## config.mk

```make
export PLATFORM = sky130hd
export DESIGN_NAME = hazard_unit
export DESIGN_NICKNAME = d
export VERILOG_FILES = /design/src/common/cpu_pkg.sv /design/src/rtl/hazard_unit.sv
export SDC_FILE = /design/constraint.sdc
export NUM_CORES = 1
export LEC_CHECK = 0
export BUFFER_PORTS_ARGS = -buffer_cell sky130_fd_sc_hd__buf_4
export CAP_MARGIN = 20
export CORE_AREA = 8 8 45 47
export DETAILED_ROUTE_END_ITERATION = 10
export DIE_AREA = 0 0 53 55
export SLEW_MARGIN = 10
export SYNTH_ARGS = -nofsm -noshare
export SYNTH_HDL_FRONTEND = slang
export SYNTH_SLANG_ARGS = --single-unit
```

## constraint.sdc

```tcl
create_clock -name vclk -period 1.95
set_clock_uncertainty 0.1 [all_clocks]
set_input_delay 0.39 -clock vclk [all_inputs]
set_output_delay 0.39 -clock vclk [all_outputs]
set_load 0.1 [all_outputs]
```

## src/common/cpu_pkg.sv

```systemverilog
package cpu_pkg;

	localparam int DATA_W      = 16;
	localparam int REG_SEL_W   = 3;
	localparam int DMEM_ADDR_W = 8;
	localparam int OP_W        = 5;
	localparam int FN_W        = 2;
	localparam int IMM5_W      = 5;
	localparam int IMM8_W      = 8;

	// Halfword addressing
	localparam logic [DATA_W-1:0] PC_STEP = 16'd2;

	// Opcodes sit in the top five bits of every format
	localparam logic [OP_W-1:0] OP_HALT = 5'b00000;
	localparam logic [OP_W-1:0] OP_NOP  = 5'b00001;
	localparam logic [OP_W-1:0] OP_ADDI = 5'b01000;
	localparam logic [OP_W-1:0] OP_BEQZ = 5'b01100;
	localparam logic [OP_W-1:0] OP_BNEZ = 5'b01101;
	localparam logic [OP_W-1:0] OP_ST   = 5'b10000;
	localparam logic [OP_W-1:0] OP_LD   = 5'b10001;
	localparam logic [OP_W-1:0] OP_LBI  = 5'b11000;
	localparam logic [OP_W-1:0] OP_ALU  = 5'b11011;

	localparam logic [FN_W-1:0] FN_ADD  = 2'b00;
	localparam logic [FN_W-1:0] FN_SUB  = 2'b01;
	localparam logic [FN_W-1:0] FN_XOR  = 2'b10;
	localparam logic [FN_W-1:0] FN_ANDN = 2'b11;

	localparam int ALU_OP_W = 3;
	localparam logic [ALU_OP_W-1:0] ALU_ADD    = 3'd0;
	localparam logic [ALU_OP_W-1:0] ALU_SUB    = 3'd1;
	localparam logic [ALU_OP_W-1:0] ALU_XOR    = 3'd2;
	localparam logic [ALU_OP_W-1:0] ALU_ANDN   = 3'd3;
	localparam logic [ALU_OP_W-1:0] ALU_PASS_B = 3'd4;

	// Where an execute operand comes from
	localparam int FWD_W = 2;
	localparam logic [FWD_W-1:0] FWD_NONE = 2'd0;
	localparam logic [FWD_W-1:0] FWD_MEM  = 2'd1;
	localparam logic [FWD_W-1:0] FWD_WB   = 2'd2;

	typedef union packed {
		struct packed {
			logic [OP_W-1:0]      opcode;
			logic [REG_SEL_W-1:0] rs;
			logic [REG_SEL_W-1:0] rt;
			logic [REG_SEL_W-1:0] rd;
			logic [FN_W-1:0]      funct;
		} r;
		struct packed {
			logic [OP_W-1:0]      opcode;
			logic [REG_SEL_W-1:0] rs;
			logic [REG_SEL_W-1:0] rd;
			logic [IMM5_W-1:0]    imm5;
		} i;
		struct packed {
			logic [OP_W-1:0]      opcode;
			logic [REG_SEL_W-1:0] rs;
			logic [IMM8_W-1:0]    imm8;
		} l;
	} instr_t;

	// Squashed slots carry this
	localparam instr_t NOP_WORD = instr_t'({OP_NOP, {(DATA_W-OP_W){1'b0}}});

endpackage
```

## src/rtl/hazard_unit.sv

```systemverilog
`timescale 1ns/1ps

module hazard_unit (
	input  logic [cpu_pkg::REG_SEL_W-1:0] dec_rs,
	input  logic [cpu_pkg::REG_SEL_W-1:0] dec_rt,
	input  logic                          dec_uses_rt,
	input  logic [cpu_pkg::REG_SEL_W-1:0] ex_rs,
	input  logic [cpu_pkg::REG_SEL_W-1:0] ex_rt,
	input  logic [cpu_pkg::REG_SEL_W-1:0] ex_dest,
	input  logic                          ex_reg_write,
	input  logic                          ex_mem_read,
	input  logic [cpu_pkg::REG_SEL_W-1:0] mem_dest,
	input  logic                          mem_reg_write,
	input  logic [cpu_pkg::REG_SEL_W-1:0] wb_reg,
	input  logic                          wb_write_en,
	output logic [cpu_pkg::FWD_W-1:0]     fwd_a_sel,
	output logic [cpu_pkg::FWD_W-1:0]     fwd_b_sel,
	output logic                          load_stall
);

	// Younger result in memory stage wins over writeback
	always_comb begin
		fwd_a_sel = cpu_pkg::FWD_NONE;
		if (mem_reg_write && mem_dest == ex_rs)
			fwd_a_sel = cpu_pkg::FWD_MEM;
		else if (wb_write_en && wb_reg == ex_rs)
			fwd_a_sel = cpu_pkg::FWD_WB;

		fwd_b_sel = cpu_pkg::FWD_NONE;
		if (mem_reg_write && mem_dest == ex_rt)
			fwd_b_sel = cpu_pkg::FWD_MEM;
		else if (wb_write_en && wb_reg == ex_rt)
			fwd_b_sel = cpu_pkg::FWD_WB;
	end

	// Load data is only ready from writeback, so hold decode one cycle
	assign load_stall = ex_mem_read && ex_reg_write &&
		(ex_dest == dec_rs || (dec_uses_rt && ex_dest == dec_rt));

endmodule

```

==> metrics.md <==
| Metric | Value |
|---|---|
| Outcome | `completed` |
| Synthesized netlist net count | `54` |
| Fraction of layout cells with a size suffix above 1 | `61.0%` |
| CLK BUF | `0` |
| Comb pwr share | `100.0%` |
| Hold-fix buffers, CTS | `0` |
| Largest net degree at the start of global routing | `3` |
| Sequential power share | `0%` |
| Crit-path most repeated cell | `buf_4` |
| Pint | `0.0000690 W` |
| Worst path arrival time | `between 1000 and 1500 ps` |
| Fillers | `between 150 and 200` |
| Fin. max-slew vios | `0` |
| Sw Pwr | `approximately 0.00007 W` |
| Unique cell type count in the Yosys netlist | `7` |
| Yosys top cell area share | `a little over two thirds` |
| Vias in the first global route | `between 300 and 400` |
| Synth Cell Area | `225 sq um` |
| WP data required | `~1500 ps` |
| Crit start category | `input port` |
| GPL Wtd Cong | `0.742` |
| Final WL | `884 um` |
| Yosys top cell by area | `xnor2_1` |
| Final Cycle Share | `around 90%` |
| Post-synthesis sequential area ratio | `0%` |
| Clock Power Share | `0%` |
| CP Launch Point | `ex_dest[2]` |
| Largest stage delay, worst path | `290 ps` |
| Die height | `about 55 um` |
| PD cells | `281 mW/mm^2` |
| Cell Rows | `14` |
| Area of the die | `between 0.002 and 0.003 sq mm` |
| Worst IR Drop VDD | `approximately 80 uV` |
| P_leak | `~0.21 nW` |
| Final Total Pwr | `between 0.0001 and 0.00015 W` |
| I/O pin count | `31` |
| Warnings, synthesis | `0` |
| Worst path cell trace | `buf_4 > xnor2_1 > nand4_1 > a21oi_2 > buf_4` |
| Buffers on Ports | `31` |
| WHS Endpoint | `load_stall` |
| NumNets Final | `87` |
| Core Area | `roughly 0.0014 sq mm` |
| GRT Util Overall | `5.40%` |
| Post-Synthesis Cells | `28` |
| Post-CTS Setup Inserts | `0` |
| WL per Instance | `between 10 and 15 um` |
| Layout area overhead | `118%` |
| Total number of vias | `~310` |
| Top Family by Delay on Critical Path | `buffers and inverters` |
| Synth area leaders | `xnor2_1, and4_4, nand4_1` |
| Post-CTS resize count | `0` |
| Min-Delay Path Class | `in2out` |
| Fmax | `between 500 and 600 MHz` |
| Minimum clock period | `around 1700 ps` |
| Crit path buf inv count | `2` |
| Antenna-violating nets left | `0` |
| Worst hold slack | `about 1100 ps` |
| CP Class | `in2out` |
| Hold path start | `ex_reg_write` |
| Seq cells | `0` |
| Drt first pass iters | `2` |
| Synthesized area per cell | `approximately 8.0 sq um` |
| RSZ-0062 raised after global routing | `no` |
| Grt ovf | `0` |
| Starting density of the core | `approximately 16%` |
| Vias per cell | `around 4.1` |
| First-pass GRT wire length | `~1300 um` |
| Antenna cells | `0` |
| Initial DRC Count | `1` |
| Largest fanout on the critical path | `2` |
| Seq. cell area | `0 sq um` |
| Tightest Pin Transition | `280 ps` |
| Slew headroom | `around four fifths` |
| Setup violators final | `0` |
| Critical-path top delay cell | `buf_4` |
| Hold path depth | `4` |
| Die Width | `53 um` |
| CP Capture Type | `output port` |
| Fin. Hold Viols | `0` |
| Sw Ratio | `around half` |
| Max cap viols | `0` |
| Number of remaining DRC errors | `0` |
| Initial antenna violation count | `0` |
layer usage:
layer  vias to the layer above  GRT usage [%]  wire (um)
met5                         -              0          0
met1                       133           3.32        232
met2                        12           12.1        504
met4                         0           1.29         14
met3                         2           3.21        133
li1                        158              -          -
logic make-up (layout without fill, tap and decap cells):
kind of cell,after synthesis,after routing,share of synthesized area (%)
xor gates and xnor gates,18,18,70.0
and+or+nand+nor,9,9,27.8
AOI/OAI and AO/OA,1,1,2.22
buffers and inverters,0,31,0
cell usage in the layout, fill, tap and decap left out, drive strengths merged:
cell   count
buf       31
nand3      1
xnor2     18
nand2      1
nand4      3
and4       2
a21oi      1
nor2       2
metrics by stage:
| step | area (sq um) | setup slack, ps | TNS (ps) | instances | util [%] |
|---|---|---|---|---|---|
| 2_1_floorplan | 239 | -68.1 | -68.1 | 28 | - |
| 4_1_cts | 492 | 221 | 0 | 75 | 35.5 |
| 5_1_grt | 492 | 158 | 0 | 75 | 35.5 |
| 3_5_place_dp | 492 | 221 | 0 | 75 | 35.5 |
| 6_report | 492 | 235 | 0 | 75 | 35.5 |
| 3_3_place_gp | 492 | 232 | 0 | 75 | 35.5 |
power by group through the flow:
stage               combinational, W  clock (W)  sequential (W)
global route                0.000146          0               0
CTS                         0.000140          0               0
global placement            0.000139          0               0
finish                      0.000138          0               0
detailed placement          0.000140          0               0
floorplan                  0.0000781          0               0
area by class of cell:
class	instances	area [sq um]	share of cell area, %
tap	16	20.0	4.07
timing repair buffer	31	233	47.3
multi-input combinational	28	239	48.6
worst max-delay path by stage:
stage,end,slack (ps),cells past startpoint
2_1_floorplan,load_stall,-70,3
3_3_place_gp,fwd_a_sel[0],230,4
5_1_grt,load_stall,160,5
3_5_place_dp,load_stall,220,5
4_1_cts,load_stall,220,5
6_report,load_stall,240,5
synthesized netlist by cell type:
cell type and n:
nand3_1 1, xnor2_1 18, a21oi_1 1, nand2_1 1, nand4_1 3, nor2_2 2
and4_4 2
Power figures use the tool's default switching activity.
