[src/common/cpu_pkg.sv]
package cpu_pkg;

	localparam int DATA_W      = 16;
	localparam int REG_SEL_W   = 3;
	localparam int DMEM_ADDR_W = 8;
	localparam int OP_W        = 5;
	localparam int FN_W        = 2;
	localparam int IMM5_W      = 5;
	localparam int IMM8_W      = 8;

	// Halfword addressing
	localparam logic [DATA_W-1:0] PC_STEP = 16'd2;

	// Opcodes sit in the top five bits of every format
	localparam logic [OP_W-1:0] OP_HALT = 5'b00000;
	localparam logic [OP_W-1:0] OP_NOP  = 5'b00001;
	localparam logic [OP_W-1:0] OP_ADDI = 5'b01000;
	localparam logic [OP_W-1:0] OP_BEQZ = 5'b01100;
	localparam logic [OP_W-1:0] OP_BNEZ = 5'b01101;
	localparam logic [OP_W-1:0] OP_ST   = 5'b10000;
	localparam logic [OP_W-1:0] OP_LD   = 5'b10001;
	localparam logic [OP_W-1:0] OP_LBI  = 5'b11000;
	localparam logic [OP_W-1:0] OP_ALU  = 5'b11011;

	localparam logic [FN_W-1:0] FN_ADD  = 2'b00;
	localparam logic [FN_W-1:0] FN_SUB  = 2'b01;
	localparam logic [FN_W-1:0] FN_XOR  = 2'b10;
	localparam logic [FN_W-1:0] FN_ANDN = 2'b11;

	localparam int ALU_OP_W = 3;
	localparam logic [ALU_OP_W-1:0] ALU_ADD    = 3'd0;
	localparam logic [ALU_OP_W-1:0] ALU_SUB    = 3'd1;
	localparam logic [ALU_OP_W-1:0] ALU_XOR    = 3'd2;
	localparam logic [ALU_OP_W-1:0] ALU_ANDN   = 3'd3;
	localparam logic [ALU_OP_W-1:0] ALU_PASS_B = 3'd4;

	// Where an execute operand comes from
	localparam int FWD_W = 2;
	localparam logic [FWD_W-1:0] FWD_NONE = 2'd0;
	localparam logic [FWD_W-1:0] FWD_MEM  = 2'd1;
	localparam logic [FWD_W-1:0] FWD_WB   = 2'd2;

	typedef union packed {
		struct packed {
			logic [OP_W-1:0]      opcode;
			logic [REG_SEL_W-1:0] rs;
			logic [REG_SEL_W-1:0] rt;
			logic [REG_SEL_W-1:0] rd;
			logic [FN_W-1:0]      funct;
		} r;
		struct packed {
			logic [OP_W-1:0]      opcode;
			logic [REG_SEL_W-1:0] rs;
			logic [REG_SEL_W-1:0] rd;
			logic [IMM5_W-1:0]    imm5;
		} i;
		struct packed {
			logic [OP_W-1:0]      opcode;
			logic [REG_SEL_W-1:0] rs;
			logic [IMM8_W-1:0]    imm8;
		} l;
	} instr_t;

	// Squashed slots carry this
	localparam instr_t NOP_WORD = instr_t'({OP_NOP, {(DATA_W-OP_W){1'b0}}});

endpackage
[src/decode/decode_ctrl.sv]
`timescale 1ns/1ps

module decode_ctrl (
	input  cpu_pkg::instr_t                fd_instr,
	output logic                           reg_write,
	output logic                           mem_read,
	output logic                           mem_write,
	output logic [cpu_pkg::ALU_OP_W-1:0]   alu_op,
	output logic                           use_imm,
	output logic                           is_lbi,
	output logic                           is_branch,
	output logic                           branch_on_zero,
	output logic                           uses_rt,
	output logic [cpu_pkg::REG_SEL_W-1:0]  dest_reg,
	output logic                           dec_halt,
	output logic                           err
);

	always_comb begin
		reg_write      = 1'b0;
		mem_read       = 1'b0;
		mem_write      = 1'b0;
		alu_op         = cpu_pkg::ALU_ADD;
		use_imm        = 1'b0;
		is_lbi         = 1'b0;
		is_branch      = 1'b0;
		branch_on_zero = 1'b0;
		uses_rt        = 1'b0;
		dest_reg       = '0;
		dec_halt       = 1'b0;
		err            = 1'b0;

		case (fd_instr.r.opcode)
			cpu_pkg::OP_HALT: dec_halt = 1'b1;
			cpu_pkg::OP_NOP:  dec_halt = 1'b0;
			cpu_pkg::OP_ADDI: begin
				reg_write = 1'b1;
				use_imm   = 1'b1;
				dest_reg  = fd_instr.i.rd;
			end
			cpu_pkg::OP_LBI: begin
				// LBI writes back into its own rs field
				reg_write = 1'b1;
				is_lbi    = 1'b1;
				alu_op    = cpu_pkg::ALU_PASS_B;
				dest_reg  = fd_instr.l.rs;
			end
			cpu_pkg::OP_ST: begin
				// Store data register sits where rt is in R-format
				mem_write = 1'b1;
				use_imm   = 1'b1;
				uses_rt   = 1'b1;
			end
			cpu_pkg::OP_LD: begin
				mem_read  = 1'b1;
				reg_write = 1'b1;
				use_imm   = 1'b1;
				dest_reg  = fd_instr.i.rd;
			end
			cpu_pkg::OP_BEQZ: begin
				is_branch      = 1'b1;
				branch_on_zero = 1'b1;
			end
			cpu_pkg::OP_BNEZ: is_branch = 1'b1;
			cpu_pkg::OP_ALU: begin
				reg_write = 1'b1;
				uses_rt   = 1'b1;
				dest_reg  = fd_instr.r.rd;
				case (fd_instr.r.funct)
					cpu_pkg::FN_ADD:  alu_op = cpu_pkg::ALU_ADD;
					cpu_pkg::FN_SUB:  alu_op = cpu_pkg::ALU_SUB;
					cpu_pkg::FN_XOR:  alu_op = cpu_pkg::ALU_XOR;
					cpu_pkg::FN_ANDN: alu_op = cpu_pkg::ALU_ANDN;
				endcase
			end
			// Anything else moves on as a NOP
			default: err = 1'b1;
		endcase
	end

endmodule

[config.mk]
export PLATFORM = sky130hd
export DESIGN_NAME = decode_ctrl
export DESIGN_NICKNAME = d
export VERILOG_FILES = /design/src/common/cpu_pkg.sv /design/src/decode/decode_ctrl.sv
export SDC_FILE = /design/constraint.sdc
export NUM_CORES = 1
export LEC_CHECK = 0
export BUFFER_PORTS_ARGS = -buffer_cell sky130_fd_sc_hd__buf_2
export CORE_AREA = 5 5 42 44
export DETAILED_ROUTE_END_ITERATION = 10
export DIE_AREA = 0 0 47 49
export GPL_ROUTABILITY_DRIVEN = 0
export PLACE_DENSITY = 0.57
export SYNTH_ARGS = -nofsm -noshare
export SYNTH_HDL_FRONTEND = slang
export SYNTH_SLANG_ARGS = --single-unit
[constraint.sdc]
create_clock -name vclk -period 1
set_input_delay 0 -clock vclk [all_inputs]
set_output_delay 0 -clock vclk [all_outputs]
set_load 0.02 [all_outputs]
==> metrics <==
synthesis warning total=0; final period demand of the worst path=between 1000 and 1500 ps; synthesized area per cell=~6.8 sq um; wire length of the first global-routing pass=1620 microns; footprint of the multi-input gates=around 260 sq um; clock buffers=0; Core ar.=1400 sq um; count of buffers from port buffering=32; path type of the worst min-delay path=input port to output port; area share of the leading cell type in the synthesized netlist=0.120; die area=2300 sq um; leakage power total=0.316 nW; nets@finish=95; Max-Slew Margin vs Limit=0.825; share of cells above drive strength 1=0.701; failing checks=setup timing; largest vdd supply drop=around 0.12 mV; Fin. Hold Viols=0; leading cell types by count after synthesis=sky130_fd_sc_hd__nor2_1 (6), sky130_fd_sc_hd__a221o_1 (3), sky130_fd_sc_hd__nand2_1 (3); number of unique standard cell types used by synthesis=24; num sequential=0; area share of and/or/nand/nor cells after synthesis=0.640; Seq/Total Area, Yosys=0; post-synth net total=53; cell type with the largest total area after synthesis=sky130_fd_sc_hd__a221o_1; data required time at the worst endpoint=1000 ps; die span in y=between 40 and 50 microns; count of final setup violators=11; pin count of the biggest net entering global routing=12; gate count after technology mapping=37; cells taking the most area after synthesis=sky130_fd_sc_hd__a221o_1 (12%), sky130_fd_sc_hd__nor2_1 (9.0%), sky130_fd_sc_hd__nor3_4 (6.5%); Total GRT Usage=0.0872; adder-cell share of the synthesized area=0; power density relative to cell area=327 nW/um^2; initial antenna violation count=0; Initial DRC Count=2; crit-path max FO=5; synth-to-layout area growth=147%; XOR/XNOR share of the synthesized area=0; unrepaired setup endpoints after global routing=yes; final worst-path cycle share=1.11; met1 Resource Use GR=0.114; die width=47 microns; wire length reported by the detailed router=1060 microns; mux share of post-synthesis cell area=0; total gr overflow=0; footprint of the flip-flops and latches=0 sq um; number of fillers in the final layout=153; category of the worst setup path capture point=output port; vias in the first global route=370; met2 track demand over resource in global routing=0.163; area of placed instances=489 sq um; Slew @ Worst Pin=261 ps; num rows=14; Post-Layout Inst Area=617 sq um; critical path class=input port to output port; Starting Density=0.179; GR Util met3=0; run status=finished, violations left; Worst Path Arrival=1110 ps; fin. max-slew vios=0; Final WS setup=-106 ps; kind of launch point of the worst setup path=input port; Post-route DRC=0; routed via count divided by cell count=4.51; DRT Pass-1 Iters=2; number of maximum-capacitance violations=0; Ports=32; Ant. Diodes=0; Compound-Gate Fraction of Synth Area=0.295; top-count cell post-synth=sky130_fd_sc_hd__nor2_1; DR vias=419; Final Core Density=0.440; post-synthesis instance area=250 sq um; layer with the highest usage after global routing=met2; dominant combinational cell family by area after synthesis=simple AND/OR/NAND/NOR gates; achievable clock frequency=0.904 GHz; DPL Wire Length=824 microns; drt wl/cell=between 10 and 15 microns; antenna-violating nets left=0
## path summary, 6_finish.rpt
kind / start / end / slack, ps / cells past startpoint
worst min-delay path: fd_instr[15] / dec_halt / 260 / 3
worst max-delay path: fd_instr[11] / dest_reg[0] / -110 / 5
## area by class of cell
| type | instances | area share |
|---|---|---|
| multi-input combinational | 33 | 0.422 |
| tap | 16 | 0.0325 |
| inverter | 2 | 0.0122 |
| timing repair buffer | 42 | 0.533 |
## per-stage QoR
| stage | TNS, ps | cells | power, mW | setup slack [ps] | hold slack (ps) |
|---|---|---|---|---|---|
| 3_5_place_dp | -1520 | 92 | 0.161 | -263 | 292 |
| 4_1_cts | -695 | 92 | 0.193 | -132 | 259 |
| 3_3_place_gp | -1250 | 92 | 0.159 | -209 | 289 |
| 5_1_grt | -1280 | 93 | 0.219 | -178 | 267 |
| 6_report | -699 | 93 | 0.202 | -106 | 256 |
| 2_1_floorplan | -256 | 37 | 0.0779 | -76.1 | 78.1 |
## layout by cell type (no fill, tap or decap), drive strengths merged, types with 2 or more instances in the layout
master   n
nor2     6
nor3     3
or3b     2
inv      2
a221o    3
and2     2
a211oi   2
nand3b   2
or3      2
buf     42
nand2    3
## logic make-up (layout without fill, tap and decap cells)
| kind of cell | Yosys count | after routing |
|---|---|---|
| AO/OA/AOI/OAI | 8 | 8 |
| buffers and inverters | 4 | 44 |
| AND/OR/NAND/NOR | 25 | 25 |
## per-layer routing
metal / share of wire / wire [microns] / vias up
li1: - / - / 217
met1: 0.37 / 387 / 189
met2: 0.57 / 606 / 13
met3: 0.061 / 65 / 0
met4: 0 / 0 / 0
met5: 0 / 0 / -
## worst max-delay path, stage by stage
cell and delay (ps):
sky130_fd_sc_hd__buf_8 100, sky130_fd_sc_hd__or3b_4 390, sky130_fd_sc_hd__a211oi_4 290, sky130_fd_sc_hd__a221o_1 210
sky130_fd_sc_hd__buf_6 120
## where the power goes
group | switching, mW | internal, mW | total, mW
Clock | 0 | 0 | 0
Sequential | 0 | 0 | 0
Combinational | 0.0936 | 0.108 | 0.202
## what timing repair did
action,in CTS,in global routing
resized for setup,25,11
pin swaps,7,3
endpoints found under the setup margin,9,12
buffers inserted,0,1
hold buffers,0,0
Power figures use the tool's default switching activity.
