<file path="src/common/cpu_pkg.sv">
package cpu_pkg;

	localparam int DATA_W      = 16;
	localparam int REG_SEL_W   = 3;
	localparam int DMEM_ADDR_W = 8;
	localparam int OP_W        = 5;
	localparam int FN_W        = 2;
	localparam int IMM5_W      = 5;
	localparam int IMM8_W      = 8;

	// Halfword addressing
	localparam logic [DATA_W-1:0] PC_STEP = 16'd2;

	// Opcodes sit in the top five bits of every format
	localparam logic [OP_W-1:0] OP_HALT = 5'b00000;
	localparam logic [OP_W-1:0] OP_NOP  = 5'b00001;
	localparam logic [OP_W-1:0] OP_ADDI = 5'b01000;
	localparam logic [OP_W-1:0] OP_BEQZ = 5'b01100;
	localparam logic [OP_W-1:0] OP_BNEZ = 5'b01101;
	localparam logic [OP_W-1:0] OP_ST   = 5'b10000;
	localparam logic [OP_W-1:0] OP_LD   = 5'b10001;
	localparam logic [OP_W-1:0] OP_LBI  = 5'b11000;
	localparam logic [OP_W-1:0] OP_ALU  = 5'b11011;

	localparam logic [FN_W-1:0] FN_ADD  = 2'b00;
	localparam logic [FN_W-1:0] FN_SUB  = 2'b01;
	localparam logic [FN_W-1:0] FN_XOR  = 2'b10;
	localparam logic [FN_W-1:0] FN_ANDN = 2'b11;

	localparam int ALU_OP_W = 3;
	localparam logic [ALU_OP_W-1:0] ALU_ADD    = 3'd0;
	localparam logic [ALU_OP_W-1:0] ALU_SUB    = 3'd1;
	localparam logic [ALU_OP_W-1:0] ALU_XOR    = 3'd2;
	localparam logic [ALU_OP_W-1:0] ALU_ANDN   = 3'd3;
	localparam logic [ALU_OP_W-1:0] ALU_PASS_B = 3'd4;

	// Where an execute operand comes from
	localparam int FWD_W = 2;
	localparam logic [FWD_W-1:0] FWD_NONE = 2'd0;
	localparam logic [FWD_W-1:0] FWD_MEM  = 2'd1;
	localparam logic [FWD_W-1:0] FWD_WB   = 2'd2;

	typedef union packed {
		struct packed {
			logic [OP_W-1:0]      opcode;
			logic [REG_SEL_W-1:0] rs;
			logic [REG_SEL_W-1:0] rt;
			logic [REG_SEL_W-1:0] rd;
			logic [FN_W-1:0]      funct;
		} r;
		struct packed {
			logic [OP_W-1:0]      opcode;
			logic [REG_SEL_W-1:0] rs;
			logic [REG_SEL_W-1:0] rd;
			logic [IMM5_W-1:0]    imm5;
		} i;
		struct packed {
			logic [OP_W-1:0]      opcode;
			logic [REG_SEL_W-1:0] rs;
			logic [IMM8_W-1:0]    imm8;
		} l;
	} instr_t;

	// Squashed slots carry this
	localparam instr_t NOP_WORD = instr_t'({OP_NOP, {(DATA_W-OP_W){1'b0}}});

endpackage
</file>
<file path="src/rtl/fetch_stage.sv">
`timescale 1ns/1ps

module fetch_stage (
	input  logic                       clk,
	input  logic                       reset,
	input  logic [cpu_pkg::DATA_W-1:0] instr_data,
	input  logic                       load_stall,
	input  logic                       branch_taken,
	input  logic [cpu_pkg::DATA_W-1:0] branch_target,
	input  logic                       dec_halt,
	output logic [cpu_pkg::DATA_W-1:0] instr_addr,
	output cpu_pkg::instr_t            fd_instr,
	output logic [cpu_pkg::DATA_W-1:0] fd_pc2
);

	logic [cpu_pkg::DATA_W-1:0] pc;
	logic [cpu_pkg::DATA_W-1:0] pc2;
	// Set once HALT has left decode
	logic stop;

	assign instr_addr = pc;
	assign pc2        = pc + cpu_pkg::PC_STEP;

	always_ff @(posedge clk) begin
		if (reset) begin
			pc       <= '0;
			stop     <= 1'b0;
			fd_instr <= cpu_pkg::NOP_WORD;
		end else if (branch_taken) begin
			// Redirect and drop the word fetched this cycle
			pc       <= branch_target;
			stop     <= 1'b0;
			fd_instr <= cpu_pkg::NOP_WORD;
		end else if (load_stall) begin
			pc       <= pc;
			fd_instr <= fd_instr;
		end else if (stop || dec_halt) begin
			stop     <= 1'b1;
			fd_instr <= cpu_pkg::NOP_WORD;
		end else begin
			pc       <= pc2;
			fd_instr <= cpu_pkg::instr_t'(instr_data);
		end
	end

	always_ff @(posedge clk) begin
		if (!load_stall)
			fd_pc2 <= pc2;
	end

endmodule

</file>
<file path="config.mk">
export PLATFORM = sky130hd
export DESIGN_NAME = fetch_stage
export DESIGN_NICKNAME = d
export VERILOG_FILES = /design/src/common/cpu_pkg.sv /design/src/rtl/fetch_stage.sv
export SDC_FILE = /design/constraint.sdc
export NUM_CORES = 1
export LEC_CHECK = 0
export ABC_CLOCK_PERIOD_IN_PS = 4700
export BUFFER_PORTS_ARGS = -buffer_cell sky130_fd_sc_hd__buf_4
export CAP_MARGIN = 5
export CORE_ASPECT_RATIO = 0.8
export CORE_MARGIN = 2
export CORE_UTILIZATION = 52
export CTS_CLUSTER_SIZE = 14
export DETAILED_ROUTE_END_ITERATION = 12
export HOLD_SLACK_MARGIN = 0.03
export PLACE_DENSITY = 0.85
export SYNTH_ARGS = -nofsm -noshare
export SYNTH_HDL_FRONTEND = slang
export SYNTH_SLANG_ARGS = --single-unit
</file>
<file path="constraint.sdc">
create_clock -name clk -period 4.7 [get_ports clk]
set_input_delay 0.235 -clock clk [delete_from_list [all_inputs] [get_ports clk]]
set_output_delay 0.235 -clock clk [all_outputs]
set_load 0.02 [all_outputs]
</file>
==> reports/qor.yml, run 1 <==
clock_tree:
  insertion_delay_ps: 300
  path_clk_slew_ps: 90
  htree_levels: 2
  cts.sinks: 49
  cts_tree: "yes"
  ctsHoldBuffers: 0
  cts_buffers: 5
  ctsResizeCount: 0
  cts_setup_buffers: 0
  root_buffer: "clkbuf_8"
  clockBufferDepth: 2
critical_path:
  rrSetupSlack_ps: 2650
  path_class: "flop to flop"
  worstSetupStartpointType: "flop"
  cp.required_ps: 4920
  timing.rr.end: "instr_addr[13]"
  end_kind: "flop"
  r2r_start: "instr_addr[1]"
  reg2reg_depth: 5
  cp_max_fo: 10
  worstPathArrival_ps: 2260
finish:
  layout_commonest_cell: "buf_4"
  multi_input_area_um2: 918.4
  areaGrowthSynthToFinish_pct: 33.14
  final_cell_mix: "84 x buf_4, 39 x nor2_1, 33 x dfxtp_1"
  ff_latch_area_mm2: 0.001141
  drive_gt1_share_pct: 34.03
  fill_cells: 296
  final_net_count: 325
  postLayoutCoreUtil_pct: 74.13
  diodes: 0
timing:
  tightest_slew_ps: 1122
  slew_viol_final: 0
  rsz0062_at_grt: "false"
  fmax_mhz: 488.9
  relSlewSlack_pct: 24.76
  setup_violations: 0
  fin_crit_sh_pct: 43.52
  fin_skew_ps: 12.58
  period_minus_slack_ps: 2045
  finalHoldViolCount: 0
  fin_tns_setup_ps: 0
yosys:
  yosysWarnings: 0
  async_reset_ff_share_pct: 0
  post_synth.cell_area_avg_um2: 10.23
  ys_types: 38
  postSynthCellCount: 211
  synth_nets: 249
  synth_edf_count: 16
  synth_seq_cells: 49
  synthesis.area_mm2: 0.002160
  synthFlopType: "dfxtp_1"
  yosysSeqAreaShare_pct: 52.84
placed_design:
  gp_congestion: 0.7722
  dp_hpwl_mm: 3.624
  io_buffers: 84
grt:
  gr-total-overflow: 0
  grt_first_pass_wirelength_mm: 7.907
  gr-usage-all-layers_pct: 21.81
  grt_start_max_net_pins: 31
  grt_pass1_vias: 1668
  antenna_found_initial: 0
outcome:
  status: "finished, final reports clean"
power:
  switching_share_pct: 26.15
  p_comb_share_pct: 16.0
  power_frac_clock_pct: 28.6
  internal-power_mw: 0.6463
  ir_worst_vdd_uv: 199.3
  powerDensity_mw_per_mm2: 304.4
  seqPwrFrac_pct: 55.4
  switching_power_mw: 0.2288
  p_leak_nw: 1.182
worst_hold_path:
  min_from: "instr_data[15]"
  hold_end: "fd_instr[15]"
  hold_class: "input port to flop"
  hold_depth: 3
floorplanning:
  die_h_um: 61.64
  ioPinCount: 85
  core_area_mm2: 0.003879
  die_x_um: 76.05
  start_util_pct: 55.68
  die_area_mm2: 0.004688
  rows: 20
route:
  wl_met3_um: 240
  met1_length_mm: 2.263
  wl_per_cell_um: 14.91
  first_pass_iters: 4
  vias: 1829
  routed-wl-met2_mm: 2.566
  routed_wl_mm: 5.113
  routed.top_layer: "met4"
  final_antenna_net_count: 0
  drt_iter0_markers: 116
  drc: 0
  via_per_inst: 5.332
run:
  drv_cap: 0
## cells by family (layout without fill, tap and decap cells)
| group | count (synthesis) | count (layout) | synth area share [%] |
|---|---|---|---|
| fa+ha+maj | 1 | 1 | 0.5793 |
| flops | 49 | 49 | 52.84 |
| simple gates | 79 | 79 | 19.93 |
| xor+xnor | 21 | 21 | 8.517 |
| buf+inv | 22 | 99 | 4.635 |
| compound gates | 37 | 37 | 12.57 |
| mux | 2 | 2 | 0.9270 |
## critical path, stage by stage (launching register included)
cell and delay, ps:
dfxtp_1 450, ha_1 300, nand3_4 170, or2_4 290, or4_1 510, a311oi_1 250
## metrics by stage
| step | cell area (um^2) | cells | power, mW | worst slack, ps | hold WS [ps] |
|---|---|---|---|---|---|
| after floorplan | 2160 | 211 | 0.5669 | 2702 | 371.0 |
| after detailed placement | 2785 | 335 | 0.6333 | 2626 | 449.0 |
| after CTS | 2875 | 343 | 0.8743 | 2661 | 174.0 |
| after global placement | 2785 | 335 | 0.6296 | 2743 | 448.7 |
| final | 2875 | 343 | 0.8752 | 2655 | 174.3 |
| after global routing | 2875 | 343 | 0.9057 | 2511 | 174.7 |
## metal layers
metal,up-vias,global-route usage (%)
met4,0,8.312
met5,-,0
met3,4,4.545
met1,868,28.56
met2,56,36.99
li1,901,-
## flip-flops by register name, summed over array words and instances, names as in the netlist
| register | count |
|---|---|
| fd_instr | 16 |
| fd_pc2 | 16 |
| instr_addr | 16 |
| stop | 1 |
## final cells by class
type	instances	area share, %
clock buffers	8	3.133
inverters	7	0.9138
multi-input cells	140	31.94
flip-flops and latches	49	39.69
well taps	55	2.393
repair buffers	84	21.93
## power groups by stage
stage	Sequential (mW)	Clock, mW	Combinational, mW
6_report	0.485	0.251	0.140
3_3_place_gp	0.493	0	0.137
4_1_cts	0.484	0.250	0.140
3_5_place_dp	0.494	0	0.139
2_1_floorplan	0.514	0	0.0525
5_1_grt	0.488	0.268	0.149
## cells in the mapped netlist (2+ instances only)
library cell	n	area [um^2]
nor2_1	39	146.4
dfxtp_1	33	660.6
edfxtp_1	16	480.5
a22oi_1	15	112.6
xnor2_1	12	105.1
nand2_1	11	41.29
xor2_1	9	78.83
a211oi_1	8	60.06
clkbuf_1	7	26.28
inv_1	7	26.28
nand3_1	6	30.03
a311oi_1	5	43.79
buf_2	5	25.02
nor4_1	5	31.28
nor3_2	3	30.03
o21ai_0	3	15.01
or3_1	3	18.77
a21oi_1	2	10.01
mux2i_1	2	20.02
nand3_4	2	35.03
## how the worst max path moves through the flow
stage	cells after the start	slack, ps	end	start
floorplan	5	2700	instr_addr[13]	instr_addr[1]
global placement	5	2740	instr_addr[6]	load_stall
detailed placement	5	2630	instr_addr[6]	load_stall
CTS	5	2660	instr_addr[13]	instr_addr[1]
global route	4	2510	instr_addr[3]	stop
finish	5	2650	instr_addr[13]	instr_addr[1]
Note: power is estimated with default switching activity, not from simulation.
==> run 2: changes to the inputs <==
--- a/config.mk
+++ b/config.mk
@@ -5,16 +5,16 @@
 export SDC_FILE = /design/constraint.sdc
 export NUM_CORES = 1
 export LEC_CHECK = 0
-export ABC_CLOCK_PERIOD_IN_PS = 4700
+export ABC_CLOCK_PERIOD_IN_PS = 1800
 export BUFFER_PORTS_ARGS = -buffer_cell sky130_fd_sc_hd__buf_4
 export CAP_MARGIN = 5
 export CORE_ASPECT_RATIO = 0.8
 export CORE_MARGIN = 2
-export CORE_UTILIZATION = 52
+export CORE_UTILIZATION = 43
 export CTS_CLUSTER_SIZE = 14
 export DETAILED_ROUTE_END_ITERATION = 12
 export HOLD_SLACK_MARGIN = 0.03
-export PLACE_DENSITY = 0.85
+export PLACE_DENSITY = 0.75
 export SYNTH_ARGS = -nofsm -noshare
 export SYNTH_HDL_FRONTEND = slang
 export SYNTH_SLANG_ARGS = --single-unit
==> constraint.sdc (replaced) <==
create_clock -name clk -period 1.8 [get_ports clk]
set_input_delay 0.09 -clock clk [delete_from_list [all_inputs] [get_ports clk]]
set_output_delay 0.09 -clock clk [all_outputs]
set_load 0.02 [all_outputs]
==> run 2 against run 1 <==
Net effect:
- sequential power rose to 2.6 times the previous value
- first-iteration DRC count down 23%
- utilization is 8.5 points lower
- maximum frequency is 21% higher
- register-to-register slack worse by 2500 ps
- cell count is 11% higher
- count of clock-buffer cells in the layout down 2
- non-clock buffer count rose by 30
- flip-flop and latch count is the same
- clock skew decreased by 5.5 ps
- critical path type unchanged
- largest cell class unchanged
- highest routed layer unchanged
==> reports/qor.yml, run 2 (synthesized netlist as in run 1, its figures left out) <==
timing:
  finalHoldViolCount: 0  # unchanged
  period_minus_slack_ps: 1686  # -359.3 ps
  setup_violations: 0  # unchanged
  fin_crit_sh_pct: 93.67  # +50 points
  fin_skew_ps: 7.093  # -5.488 ps
  slew_viol_final: 0  # unchanged
  fin_tns_setup_ps: 0  # unchanged
  holdWs_ps: 37.42  # -136.8 ps
  fmax_mhz: 593.1  # +21%
  tightest_slew_ps: 537.3  # -585.2 ps
  finalWorstSetupSlack_ps: 113.9  # -2541 ps
  rsz0062_at_grt: "false"
  relSlewSlack_pct: 64.10  # +39 points
grt:
  gr-total-overflow: 0  # unchanged
  grt_start_max_net_pins: 20  # -35%
  gr-usage-all-layers_pct: 19.41  # -2.4 points
  grt_pass1_vias: 1748  # +4.8%
  grt_first_pass_wirelength_mm: 8.487  # +7.3%
  antenna_found_initial: 0  # unchanged
critical_path:
  crit_path_top_delay_cell: "or4_1"
  path_delay_family: "simple AND/OR/NAND/NOR gates"
  cp.required_ps: 2020  # -2900 ps
  worstPathArrival_ps: 1910  # -350 ps
  worstSetupStartpointType: "flop"
  worst-path-buf-inv: 0  # unchanged
  end_kind: "flop"
  cp_max_fo: 6  # -4
  path_class: "flop to flop"
  crit_path_max_incr_delay_ps: 520  # about the same
  worstPathCellList: "ha_4 -> nand3_4 -> or2_4 -> or4_1 -> a311oi_2"
run:
  drv_cap: 0  # unchanged
route:
  via_per_inst: 5.168  # -3.1%
  final_antenna_net_count: 0  # unchanged
  vias: 1964  # +7.4%
  first_pass_iters: 4  # unchanged
  wl_per_cell_um: 14.51  # -2.7%
  routed_wl_mm: 5.514  # +7.8%
  drc: 0  # unchanged
  drt_iter0_markers: 89  # -23%
clock_tree:
  insertion_delay_ps: 300  # about the same
  root_buffer: "clkbuf_8"
  cts.sinks: 49  # unchanged
  htree_levels: 2  # unchanged
  clockBufferDepth: 2  # unchanged
  cts_tree: "yes"
  cts_buffers: 5  # unchanged
  path_clk_slew_ps: 90  # about the same
placed_design:
  io_buffers: 84  # unchanged
  place_area_mm2: 0.002924  # +5.0%
  dp_hpwl_mm: 3.791  # +4.6%
  dp_cells: 355  # +6.0%
  preCtsSetupSlack_ps: 91.29  # -2534 ps
  gp_congestion: 0.7785  # +0.82%
finish:
  postLayoutCoreUtil_pct: 65.68  # -8.5 points
  layout_commonest_cell: "buf_4"
  final_net_count: 355  # +9.2%
  design_area_mm2: 0.003232  # +12%
  fill_cells: 401  # +35%
  diodes: 0  # unchanged
  ff_latch_area_mm2: 0.001151  # +0.88%
  final_cell_mix: "98 x buf_4, 39 x nor2_1, 29 x dfxtp_1"
  drive_gt1_share_pct: 38.36  # +4.3 points
  areaGrowthSynthToFinish_pct: 49.65
  final-instance-count-excl-fill: 380  # +11%
  multi_input_area_um2: 942.2  # +2.6%
floorplanning:
  start_util_pct: 43.89  # -12 points
  die_h_um: 67.39  # +9.3%
  core_area_mm2: 0.004921  # +27%
  ioPinCount: 85  # unchanged
  die_x_um: 83.23  # +9.4%
  die_area_mm2: 0.005608  # +20%
  rows: 23  # +15%
power:
  p_leak_nw: 1.346  # +14%
  powerDensity_mw_per_mm2: 789.2  # +160%
  design_power_total_mw: 2.550  # +190%
  ir_worst_vdd_uv: 693.8  # +250%
outcome:
  status: "finished, final reports clean"
worst_hold_path:
  hold_class: "input port to flop"
-- run 2: routing by layer --
metal,wire length (um),track usage [%]
met1,2424,26.70
met5,0,0
met4,153,9.631
met3,303,4.401
met2,2633,29.13
-- run 2: what timing repair did --
| item | CTS | global route |
|---|---|---|
| setup endpoints to repair | 0 | 2 |
| hold buffers | 15 | 0 |
| buffers inserted | 0 | 2 |
| hold endpoints to repair | 15 | 0 |
| resized for setup | 0 | 3 |
-- run 2: worst register-to-register path, delay by kind of cell, from the launching register on --
kind / cells / cell delay, ps
simple gates: 3 / 850
flops: 1 / 390
compound gates: 1 / 200
fa+ha+maj: 1 / 160
-- run 2: cell type report --
| class | count | share of cell area [%] |
|---|---|---|
| Tap cell | 62 | 2.400 |
| Clock buffer | 6 | 2.904 |
| Multi-Input combinational cell | 140 | 29.15 |
| Timing Repair Buffer | 114 | 28.03 |
| Sequential cell | 49 | 35.62 |
| Clock inverter | 2 | 1.084 |
| Inverter | 7 | 0.8130 |
-- run 2: worst paths after layout --
path / slack, ps / from / cells after the start / endpoint
min: 40 / instr_data[8] / 3 / fd_instr[8]
max reg2reg: 110 / instr_addr[2] / 5 / instr_addr[13]
max: 110 / instr_addr[2] / 5 / instr_addr[13]
min reg2reg: 470 / instr_addr[0] / 0 / fd_pc2[0]
-- run 2: report_power, final --
group          switching [mW]  internal, mW  total (mW)
Clock                   0.362         0.496       0.858
Sequential             0.0519          1.20        1.26
Combinational           0.219         0.217       0.436
