File: src/common/cpu_pkg.sv
package cpu_pkg;

	localparam int DATA_W      = 16;
	localparam int REG_SEL_W   = 3;
	localparam int DMEM_ADDR_W = 8;
	localparam int OP_W        = 5;
	localparam int FN_W        = 2;
	localparam int IMM5_W      = 5;
	localparam int IMM8_W      = 8;

	// Halfword addressing
	localparam logic [DATA_W-1:0] PC_STEP = 16'd2;

	// Opcodes sit in the top five bits of every format
	localparam logic [OP_W-1:0] OP_HALT = 5'b00000;
	localparam logic [OP_W-1:0] OP_NOP  = 5'b00001;
	localparam logic [OP_W-1:0] OP_ADDI = 5'b01000;
	localparam logic [OP_W-1:0] OP_BEQZ = 5'b01100;
	localparam logic [OP_W-1:0] OP_BNEZ = 5'b01101;
	localparam logic [OP_W-1:0] OP_ST   = 5'b10000;
	localparam logic [OP_W-1:0] OP_LD   = 5'b10001;
	localparam logic [OP_W-1:0] OP_LBI  = 5'b11000;
	localparam logic [OP_W-1:0] OP_ALU  = 5'b11011;

	localparam logic [FN_W-1:0] FN_ADD  = 2'b00;
	localparam logic [FN_W-1:0] FN_SUB  = 2'b01;
	localparam logic [FN_W-1:0] FN_XOR  = 2'b10;
	localparam logic [FN_W-1:0] FN_ANDN = 2'b11;

	localparam int ALU_OP_W = 3;
	localparam logic [ALU_OP_W-1:0] ALU_ADD    = 3'd0;
	localparam logic [ALU_OP_W-1:0] ALU_SUB    = 3'd1;
	localparam logic [ALU_OP_W-1:0] ALU_XOR    = 3'd2;
	localparam logic [ALU_OP_W-1:0] ALU_ANDN   = 3'd3;
	localparam logic [ALU_OP_W-1:0] ALU_PASS_B = 3'd4;

	// Where an execute operand comes from
	localparam int FWD_W = 2;
	localparam logic [FWD_W-1:0] FWD_NONE = 2'd0;
	localparam logic [FWD_W-1:0] FWD_MEM  = 2'd1;
	localparam logic [FWD_W-1:0] FWD_WB   = 2'd2;

	typedef union packed {
		struct packed {
			logic [OP_W-1:0]      opcode;
			logic [REG_SEL_W-1:0] rs;
			logic [REG_SEL_W-1:0] rt;
			logic [REG_SEL_W-1:0] rd;
			logic [FN_W-1:0]      funct;
		} r;
		struct packed {
			logic [OP_W-1:0]      opcode;
			logic [REG_SEL_W-1:0] rs;
			logic [REG_SEL_W-1:0] rd;
			logic [IMM5_W-1:0]    imm5;
		} i;
		struct packed {
			logic [OP_W-1:0]      opcode;
			logic [REG_SEL_W-1:0] rs;
			logic [IMM8_W-1:0]    imm8;
		} l;
	} instr_t;

	// Squashed slots carry this
	localparam instr_t NOP_WORD = instr_t'({OP_NOP, {(DATA_W-OP_W){1'b0}}});

endpackage
File: src/decode/reg_file.sv
`timescale 1ns/1ps

module reg_file (
	input  logic                          clk,
	input  logic                          reset,
	input  logic [cpu_pkg::REG_SEL_W-1:0] rd_sel_a,
	input  logic [cpu_pkg::REG_SEL_W-1:0] rd_sel_b,
	input  logic                          wb_write_en,
	input  logic [cpu_pkg::REG_SEL_W-1:0] wb_reg,
	input  logic [cpu_pkg::DATA_W-1:0]    wb_data,
	output logic [cpu_pkg::DATA_W-1:0]    rd_data_a,
	output logic [cpu_pkg::DATA_W-1:0]    rd_data_b
);

	logic [cpu_pkg::DATA_W-1:0] regs [2**cpu_pkg::REG_SEL_W];

	always_ff @(posedge clk) begin
		if (reset) begin
			for (int i = 0; i < 2**cpu_pkg::REG_SEL_W; i++)
				regs[i] <= '0;
		end else if (wb_write_en) begin
			regs[wb_reg] <= wb_data;
		end
	end

	// Write-through lets decode see the value retiring this cycle
	assign rd_data_a = (wb_write_en && wb_reg == rd_sel_a) ? wb_data : regs[rd_sel_a];
	assign rd_data_b = (wb_write_en && wb_reg == rd_sel_b) ? wb_data : regs[rd_sel_b];

endmodule

File: config.mk
export PLATFORM = sky130hd
export DESIGN_NAME = reg_file
export DESIGN_NICKNAME = d
export VERILOG_FILES = /design/src/common/cpu_pkg.sv /design/src/decode/reg_file.sv
export SDC_FILE = /design/constraint.sdc
export NUM_CORES = 1
export LEC_CHECK = 0
export BUFFER_PORTS_ARGS = -buffer_cell sky130_fd_sc_hd__buf_2
export CAP_MARGIN = 20
export CORE_MARGIN = 2
export CORE_UTILIZATION = 60
export DETAILED_ROUTE_END_ITERATION = 12
export PLACE_DENSITY = 0.85
export SLEW_MARGIN = 20
export SYNTH_ARGS = -nofsm -noshare
export SYNTH_HDL_FRONTEND = slang
export SYNTH_SLANG_ARGS = --single-unit
File: constraint.sdc
create_clock -name clk -period 2.9 [get_ports clk]
set_input_delay 0.58 -clock clk [delete_from_list [all_inputs] [get_ports clk]]
set_output_delay 0.58 -clock clk [all_outputs]
set_load 0.02 [all_outputs]
==> results.sh, run 1 <==
export IMPL_cts_max_level=4
export IMPL_hold_path_class="in2reg"
export IMPL_pwr_share_seq=0.449
export IMPL_cts_path_max_buffers=2
export IMPL_worstPathArrival_ns=2.24
export IMPL_required_ns=2.32
export IMPL_power_internal_w=0.00376
export IMPL_yosysSeqAreaShare=0.516
export IMPL_die_w_um=115
export IMPL_ys_types=20
export IMPL_clkPwrFrac=0.400
export IMPL_critPathCaptureType="primary output"
export IMPL_busiest_layer="met2"
export IMPL_synth_mux_area_frac=0.326
export IMPL_ys_warnings_count=0
export IMPL_port_buffer_count=59
export IMPL_numCtsBuffers=17
export IMPL_yosys_top_cells_area="edfxtp_1, mux4_1, and2_1"
export IMPL_remaining_drc_errors=0
export IMPL_rsz0062_at_grt="false"
export IMPL_path_max_fanout=16
export IMPL_avgSynthCellArea_um2=16.7
export IMPL_die_h_um=115
export IMPL_synth_xor_area_share=0.00705
export IMPL_antennaDiodeCount=0
export IMPL_largest_reg_flops=128
export IMPL_first_global_vias=4595
export IMPL_cts_num_sinks=128
export IMPL_first_iter_violations=408
export IMPL_syn_area_um2=7450
export IMPL_leakage_nw=3.31
export IMPL_period_needed_ns=2.82
export IMPL_status="complete, no violations"
export IMPL_ys_ff_latch=128
export IMPL_global_route_usage_met1=0.365
export IMPL_comb_power_share=0.151
export IMPL_postCtsSetupRepairBufs=0
export IMPL_postSynthCellCount=445
export IMPL_area_growth_pct=15.0
export IMPL_layout_common_cells="and2_1, edfxtp_1, mux4_1"
export IMPL_routed_wl_mm=17.9
export IMPL_routedWlPerCell_um=25.8
export IMPL_io_pins=60
export IMPL_pre_cts_ws_ns=0.0789
export IMPL_gp_congestion=0.762
export IMPL_largest_register="regs"
export IMPL_nNetsFinal=543
export IMPL_post_cts_resized=0
export IMPL_maxSlewViolCount=0
export IMPL_p_sw_frac=0.236
export IMPL_hold_viol_final=0
export IMPL_vias=4467
export IMPL_post_drt_via_cell_ratio=6.44
export IMPL_setup_viol=0
export IMPL_cts_hold_buf=0
export IMPL_drtAntennaViolNets=0
export IMPL_setup_worst_path_start_class="input port"
export IMPL_rows=40
export IMPL_synth_top_family_by_area="multiplexers"
export IMPL_critPathKind="in2out"
export IMPL_synth_adder_area_share=0
export IMPL_switching_power_w=0.00116
export IMPL_crit_end="rd_data_a[2]"
export IMPL_layout_setup_ws_ns=0.0781
export IMPL_yosys_area_share_simple=0.125
export IMPL_grt_use_met3=0.0753
export IMPL_cts_reportedPaths_clkPinSlew_ns=0.06
export IMPL_period_share=0.973
export IMPL_post_dp_hpwl_mm=11.2
export IMPL_worst_pin_slew_ns=0.613
export IMPL_crit_start="rd_sel_a[0]"
export IMPL_ir_drop_v=0.000356
export IMPL_fmax_mhz=354
export IMPL_synth_compound_area_frac=0
export IMPL_track_usage=0.283
export IMPL_top_regs="regs: 128 flops"
export IMPL_slew_headroom=0.591
export IMPL_antenna_found_initial=0
export IMPL_cap_viol_max_count=0
export IMPL_powerDensity_nw_per_um2=575
export IMPL_cts_tree="built"
export IMPL_grt_pass1_wl_mm=26.8
export IMPL_die_area_um2=13300
export IMPL_root_buffer="clkbuf_16"
export IMPL_synth_top_cell_area_share=0.516
export IMPL_grt_use_met2=0.466
export IMPL_yosysTopAreaCell="edfxtp_1"
export IMPL_syn_num_nets=473
export IMPL_setup_tns_ns=0
export IMPL_gr_total_overflow=0
export IMPL_start_util=0.618
export IMPL_final_layout_size_suffix_gt1_frac=0.354
export IMPL_core_um2=12100
export IMPL_firstDrtPassIters=5
export IMPL_grt_max_degree=34
cell type report:
class	count	area, um2
Clock buffer	20	437
Clock inverter	10	96.3
Fill cell	755	3490
Multi-Input combinational cell	285	3420
Sequential cell	128	3840
Tap cell	168	210
Timing Repair Buffer	83	563
per-stage QoR:
stage	total power, W	hold WS (ns)	instance area, um2	util	cells
3_5_place_dp	0.00299	0.982	8040	0.666	664
5_1_grt	0.00507	0.578	8570	0.710	694
2_1_floorplan	0.00274	0.778	7450	-	445
3_3_place_gp	0.00295	0.968	8040	0.666	664
4_1_cts	0.00493	0.547	8570	0.710	694
6_report	0.00493	0.552	8570	0.710	694
Yosys cell counts (all sizes together):
| library cell | number |
|---|---|
| nand2b | 2 |
| and2 | 128 |
| nand2 | 1 |
| or3b | 1 |
| buf | 13 |
| nand3b | 1 |
| nand4 | 2 |
| clkbuf | 19 |
| nor2 | 6 |
| mux2 | 64 |
| mux4 | 64 |
| or2 | 8 |
| xnor2 | 6 |
| nor3 | 2 |
| edfxtp | 128 |
kinds of logic after synthesis:
logic type | after synthesis
xor gates and xnor gates | 6
buffers and inverters | 32
DFF | 128
muxes | 128
and+or+nand+nor | 151
per-layer routing:
metal,up-vias,part of all wire
met4,0,0.023
li1,1921,-
met3,42,0.096
met5,-,0
met1,2256,0.37
met2,248,0.51
power groups by stage:
stage	Combinational [W]	Sequential, W	Clock, W
after floorplan	0.000520	0.00222	0
after global placement	0.000724	0.00223	0
after detailed placement	0.000743	0.00225	0
after CTS	0.000748	0.00221	0.00197
after global routing	0.000786	0.00222	0.00206
final	0.000745	0.00221	0.00197
worst max-delay path, cell delays in order:
cell	delay [ns]
buf_2	0.14
buf_12	0.18
mux4_1	0.61
mux2_2	0.29
mux2_2	0.26
buf_2	0.16
worst min-delay path by stage:
stage | start | to | slack [ns] | cells after the start
2_1_floorplan | wb_data[0] | regs[0][0] | 0.78 | 1
3_3_place_gp | wb_data[2] | regs[1][2] | 0.97 | 2
3_5_place_dp | wb_data[3] | regs[3][3] | 0.98 | 2
4_1_cts | wb_data[3] | regs[4][3] | 0.55 | 2
5_1_grt | wb_data[3] | regs[1][3] | 0.58 | 2
6_report | wb_data[3] | regs[4][3] | 0.55 | 2
No activity file was read; power rests on OpenSTA's default activity.
==> run 2, diff against run 1 <==
- CORE_UTILIZATION: 60 -> 50
- PLACE_DENSITY: 0.85 -> 0.73
==> run 2 against run 1 <==
First-iteration DRC count is 13% higher. Critical path depth is the same. Die area up 19%. Maximum frequency rose by 0.74%. Wire length decreased by 2.6%. Highest routed layer is now met5. Flip-flop and latch count unchanged.
==> results.sh, run 2 (same netlist as run 1, synthesis figures left out) <==
export IMPL_grt_use_met3=0.0438
export IMPL_comb_power_share=0.153
export IMPL_pre_cts_ws_ns=0.0929
export IMPL_cp_cell_sequence="buf_2, buf_12, mux4_1, mux2_2, mux2_2, buf_2"
export IMPL_maxSlewViolCount=0
export IMPL_cts_tree="built"
export IMPL_routed_wl_mm=17.4
export IMPL_layout_setup_ws_ns=0.0988
export IMPL_root_buffer="clkbuf_16"
export IMPL_core_um2=14500
export IMPL_numCtsBuffers=17
export IMPL_largest_register="regs"
export IMPL_track_usage=0.226
export IMPL_cts_hold_buf=0
export IMPL_path_max_fanout=19
export IMPL_status="complete, no violations"
export IMPL_worst_pin_slew_ns=0.605
export IMPL_ir_drop_v=0.000381
export IMPL_cts_max_level=4
export IMPL_nNetsFinal=541
export IMPL_hold_viol_final=0
export IMPL_leakage_nw=3.29
export IMPL_period_needed_ns=2.80
export IMPL_post_cts_resized=0
export IMPL_hold_path_class="in2reg"
export IMPL_pwr_share_seq=0.457
export IMPL_setup_viol=0
export IMPL_firstDrtPassIters=5
export IMPL_routedWlPerCell_um=24.6
export IMPL_port_buffer_count=59
export IMPL_power_internal_w=0.00367
export IMPL_drtAntennaViolNets=0
export IMPL_die_h_um=126
export IMPL_remaining_drc_errors=0
export IMPL_period_share=0.966
export IMPL_post_dp_hpwl_mm=10.6
export IMPL_powerDensity_nw_per_um2=564
export IMPL_die_area_um2=15900
export IMPL_clkPwrFrac=0.389
export IMPL_start_util=0.513
export IMPL_p_sw_frac=0.239
export IMPL_antennaDiodeCount=0
export IMPL_postCtsSetupRepairBufs=0
export IMPL_io_pins=60
export IMPL_switching_power_w=0.00115
export IMPL_critPathKind="in2out"
export IMPL_cts_reportedPaths_clkPinSlew_ns=0.05
export IMPL_global_route_usage_met1=0.289
export IMPL_first_global_vias=4553
export IMPL_path_delay_family="multiplexers"
export IMPL_gp_congestion=0.776
export IMPL_cap_viol_max_count=0
export IMPL_gr_total_overflow=0
export IMPL_layout_common_cells="and2_1, edfxtp_1, mux4_1"
export IMPL_area_growth_pct=14.8
export IMPL_worstPathArrival_ns=2.22
export IMPL_grt_max_degree=34
export IMPL_cp_num_buf_inv=3
export IMPL_top_regs="regs: 128 flops"
export IMPL_antenna_found_initial=1
export IMPL_final_layout_size_suffix_gt1_frac=0.347
export IMPL_rows=44
export IMPL_setup_worst_path_start_class="input port"
export IMPL_slowest_stage="mux4_1"
export IMPL_required_ns=2.32
export IMPL_cts_path_max_buffers=2
export IMPL_post_drt_via_cell_ratio=6.17
export IMPL_critical_path_max_stage_delay_ns=0.60
export IMPL_slew_headroom=0.597
export IMPL_die_w_um=126
export IMPL_grt_pass1_wl_mm=26.3
export IMPL_first_iter_violations=459
export IMPL_critPathCaptureType="primary output"
export IMPL_rsz0062_at_grt="false"
export IMPL_setup_tns_ns=0
export IMPL_largest_reg_flops=128
export IMPL_vias=4368
export IMPL_fmax_mhz=357
export IMPL_cts_num_sinks=128
export IMPL_busiest_layer="met2"
export IMPL_fillerInstances=1119
export IMPL_grt_use_met2=0.388
-- run 2: cell count changes in the layout (fill, tap and decap cells not counted), sizes merged --
cell | previous run | this run
buf | 83 | 81
bufinv | 2 | 1
clkinvlp | 0 | 1
-- run 2: metrics by stage --
step	area (um2)	total power, W	hold slack (ns)	util	instances
3_5_place_dp	8050	0.00298	0.982	0.554	678
4_1_cts	8560	0.00484	0.553	0.589	708
2_1_floorplan	7450	0.00274	0.778	-	445
5_1_grt	8560	0.00496	0.573	0.589	708
6_report	8560	0.00483	0.560	0.589	708
3_3_place_gp	8050	0.00296	0.973	0.554	678
-- run 2: power groups by stage --
stage               clock network, W  logic, W  registers, W
global route                 0.00196  0.000784       0.00222
finish                       0.00188  0.000740       0.00221
floorplan                          0  0.000520       0.00222
CTS                          0.00189  0.000747       0.00220
global placement                   0  0.000735       0.00223
detailed placement                 0  0.000744       0.00224
-- run 2: cell type report --
cell class                 instances  area (um2)  share of cell area
sequential                       128        3840               0.449
timing repair buffer              81         561              0.0655
clock inverter                    10        72.6             0.00848
multi-input combinational        285        3410               0.399
clock buffer                      20         437              0.0510
tap                              184         230              0.0269
-- run 2: path summary, 6_finish.rpt --
path | startpoint | end | slack, ns | cells past startpoint
max | rd_sel_b[0] | rd_data_b[5] | 0.1 | 6
min | wb_data[1] | regs[3][1] | 0.56 | 2
-- run 2: per-layer routing --
metal  share of wire  up-vias
met3           0.059       31
met2            0.52      192
met4           0.018        2
met1            0.40     2230
met5         0.00069        -
li1                -     1913
==> run 3, diff against run 2 <==
- CELL_PAD_IN_SITES_DETAIL_PLACEMENT: default -> 1
- CELL_PAD_IN_SITES_GLOBAL_PLACEMENT: default -> 2
- CORE_UTILIZATION: 50 -> 45
- PLACE_DENSITY: 0.73 -> 0.85
==> run 3 against run 2 <==
Sequential share of layout area shrank 0.63 points. Final area rose by 1.4%. Wire length grew 14%. Sequential power hardly changed. Clock power up 13%. Maximum frequency fell by 1.4%. Worst setup slack lost 0.039 ns. Via count increased by 0.78%. Worst hold slack is essentially flat. Highest routed layer is now met4.
==> results.sh, run 3 (same netlist as run 1, synthesis figures left out) <==
export IMPL_status="complete, no violations"
export IMPL_routedWlPerCell_um=26.7
export IMPL_cts_path_max_buffers=2
export IMPL_critPathCaptureType="primary output"
export IMPL_rows=47
export IMPL_fmax_mhz=352
export IMPL_setup_tns_ns=0
export IMPL_hold_viol_final=0
export IMPL_path_max_fanout=11
export IMPL_start_util=0.454
export IMPL_min_to="regs[5][2]"
export IMPL_antennaDiodeCount=0
export IMPL_post_drt_via_cell_ratio=5.89
export IMPL_cts_max_level=4
export IMPL_cts_reportedPaths_clkPinSlew_ns=0.05
export IMPL_post_cts_resized=0
export IMPL_critPathKind="in2out"
export IMPL_layout_common_cells="and2_1, edfxtp_1, mux4_1"
export IMPL_worstHoldStart="wb_data[2]"
export IMPL_first_global_vias=4880
export IMPL_layout_setup_ws_ns=0.0595
export IMPL_period_needed_ns=2.84
export IMPL_worstPathArrival_ns=2.26
export IMPL_powerDensity_nw_per_um2=586
export IMPL_critical_path_max_stage_delay_ns=0.58
export IMPL_required_ns=2.32
export IMPL_period_share=0.979
export IMPL_dp_cells=715
export IMPL_cts_hold_buf=0
export IMPL_routed_wl_mm=20.0
export IMPL_port_buffer_count=59
export IMPL_postCtsSetupRepairBufs=0
export IMPL_numCtsBuffers=17
export IMPL_antenna_found_initial=1
export IMPL_slowest_stage="mux4_1"
export IMPL_core_um2=16400
export IMPL_slew_headroom=0.571
export IMPL_cp_cell_sequence="buf_2, buf_12, mux4_1, mux2_2, mux2_2, buf_2"
export IMPL_vias=4402
export IMPL_holdWs_ns=0.560
export IMPL_cts_num_sinks=128
export IMPL_grt_max_degree=34
export IMPL_gr_total_overflow=0
export IMPL_drtAntennaViolNets=0
export IMPL_hold_path_class="in2reg"
export IMPL_path_delay_family="multiplexers"
export IMPL_track_usage=0.233
export IMPL_rsz0062_at_grt="false"
export IMPL_largest_reg_flops=128
export IMPL_ir_drop_v=0.000401
export IMPL_grt_pass1_wl_mm=29.4
export IMPL_cap_viol_max_count=0
export IMPL_first_iter_violations=353
export IMPL_post_dp_hpwl_mm=12.3
export IMPL_nNetsFinal=542
export IMPL_top_regs="regs: 128 flops"
export IMPL_io_pins=60
export IMPL_pre_cts_ws_ns=0.0642
export IMPL_cp_num_buf_inv=3
export IMPL_largest_register="regs"
export IMPL_leakage_nw=3.31
export IMPL_worst_pin_slew_ns=0.644
export IMPL_gp_congestion=0.745
export IMPL_cts_tree="built"
export IMPL_root_buffer="clkbuf_16"
export IMPL_firstDrtPassIters=4
export IMPL_die_h_um=133
export IMPL_area_growth_pct=16.5
export IMPL_layoutNonFillerInstCount=747
export IMPL_holdPathStages=2
export IMPL_total_power_w=0.00509
export IMPL_die_w_um=133
export IMPL_remaining_drc_errors=0
export IMPL_maxSlewViolCount=0
export IMPL_die_area_um2=17600
export IMPL_setup_worst_path_start_class="input port"
export IMPL_setup_viol=0
export IMPL_final_layout_size_suffix_gt1_frac=0.353
==> run 3: changes by cell type in the layout (fill, tap and decap cells not counted), sizes merged <==
cell | before | now
buf | 81 | 82
bufinv | 1 | 3
clkinvlp | 1 | 3
clkinv | 8 | 6
==> run 3: area by class of cell <==
| type | instances | area [um2] |
|---|---|---|
| clock buffers | 20 | 437 |
| multi-input cells | 285 | 3410 |
| well taps | 220 | 275 |
| clock inverters | 12 | 143 |
| flip-flops and latches | 128 | 3840 |
| repair buffers | 82 | 568 |
| fillers | 1542 | 7730 |
==> run 3: stage by stage <==
| step | utilization | cell area, um2 |
|---|---|---|
| floorplan | - | 7450 |
| global route | 0.529 | 8680 |
| CTS | 0.529 | 8680 |
| detailed placement | 0.494 | 8100 |
| finish | 0.529 | 8680 |
| global placement | 0.494 | 8100 |
==> run 3: worst max path at each step <==
stage	start	endpoint	slack, ns	depth (start not counted)
final	rd_sel_b[0]	rd_data_b[3]	0.06	6
after detailed placement	rd_sel_b[0]	rd_data_b[3]	0.06	6
after global placement	rd_sel_b[0]	rd_data_b[5]	0.09	6
after CTS	rd_sel_b[0]	rd_data_b[3]	0.05	6
after global routing	rd_sel_b[0]	rd_data_b[7]	0.03	6
after floorplan	rd_sel_a[1]	rd_data_a[11]	0.34	5
==> run 3: power by group <==
group	internal [W]	leakage, nW	switching [W]
Clock	0.00134	0.273	0.000779
Combinational	0.000373	1.81	0.000386
Sequential	0.00216	1.23	0.0000560
==> run 3: metal layers <==
layer	vias up	GRT usage	share of wire
li1	1920	-	-
met1	2326	0.292	0.41
met2	133	0.417	0.53
met3	23	0.0383	0.044
met4	0	0.0681	0.016
met5	-	0	0
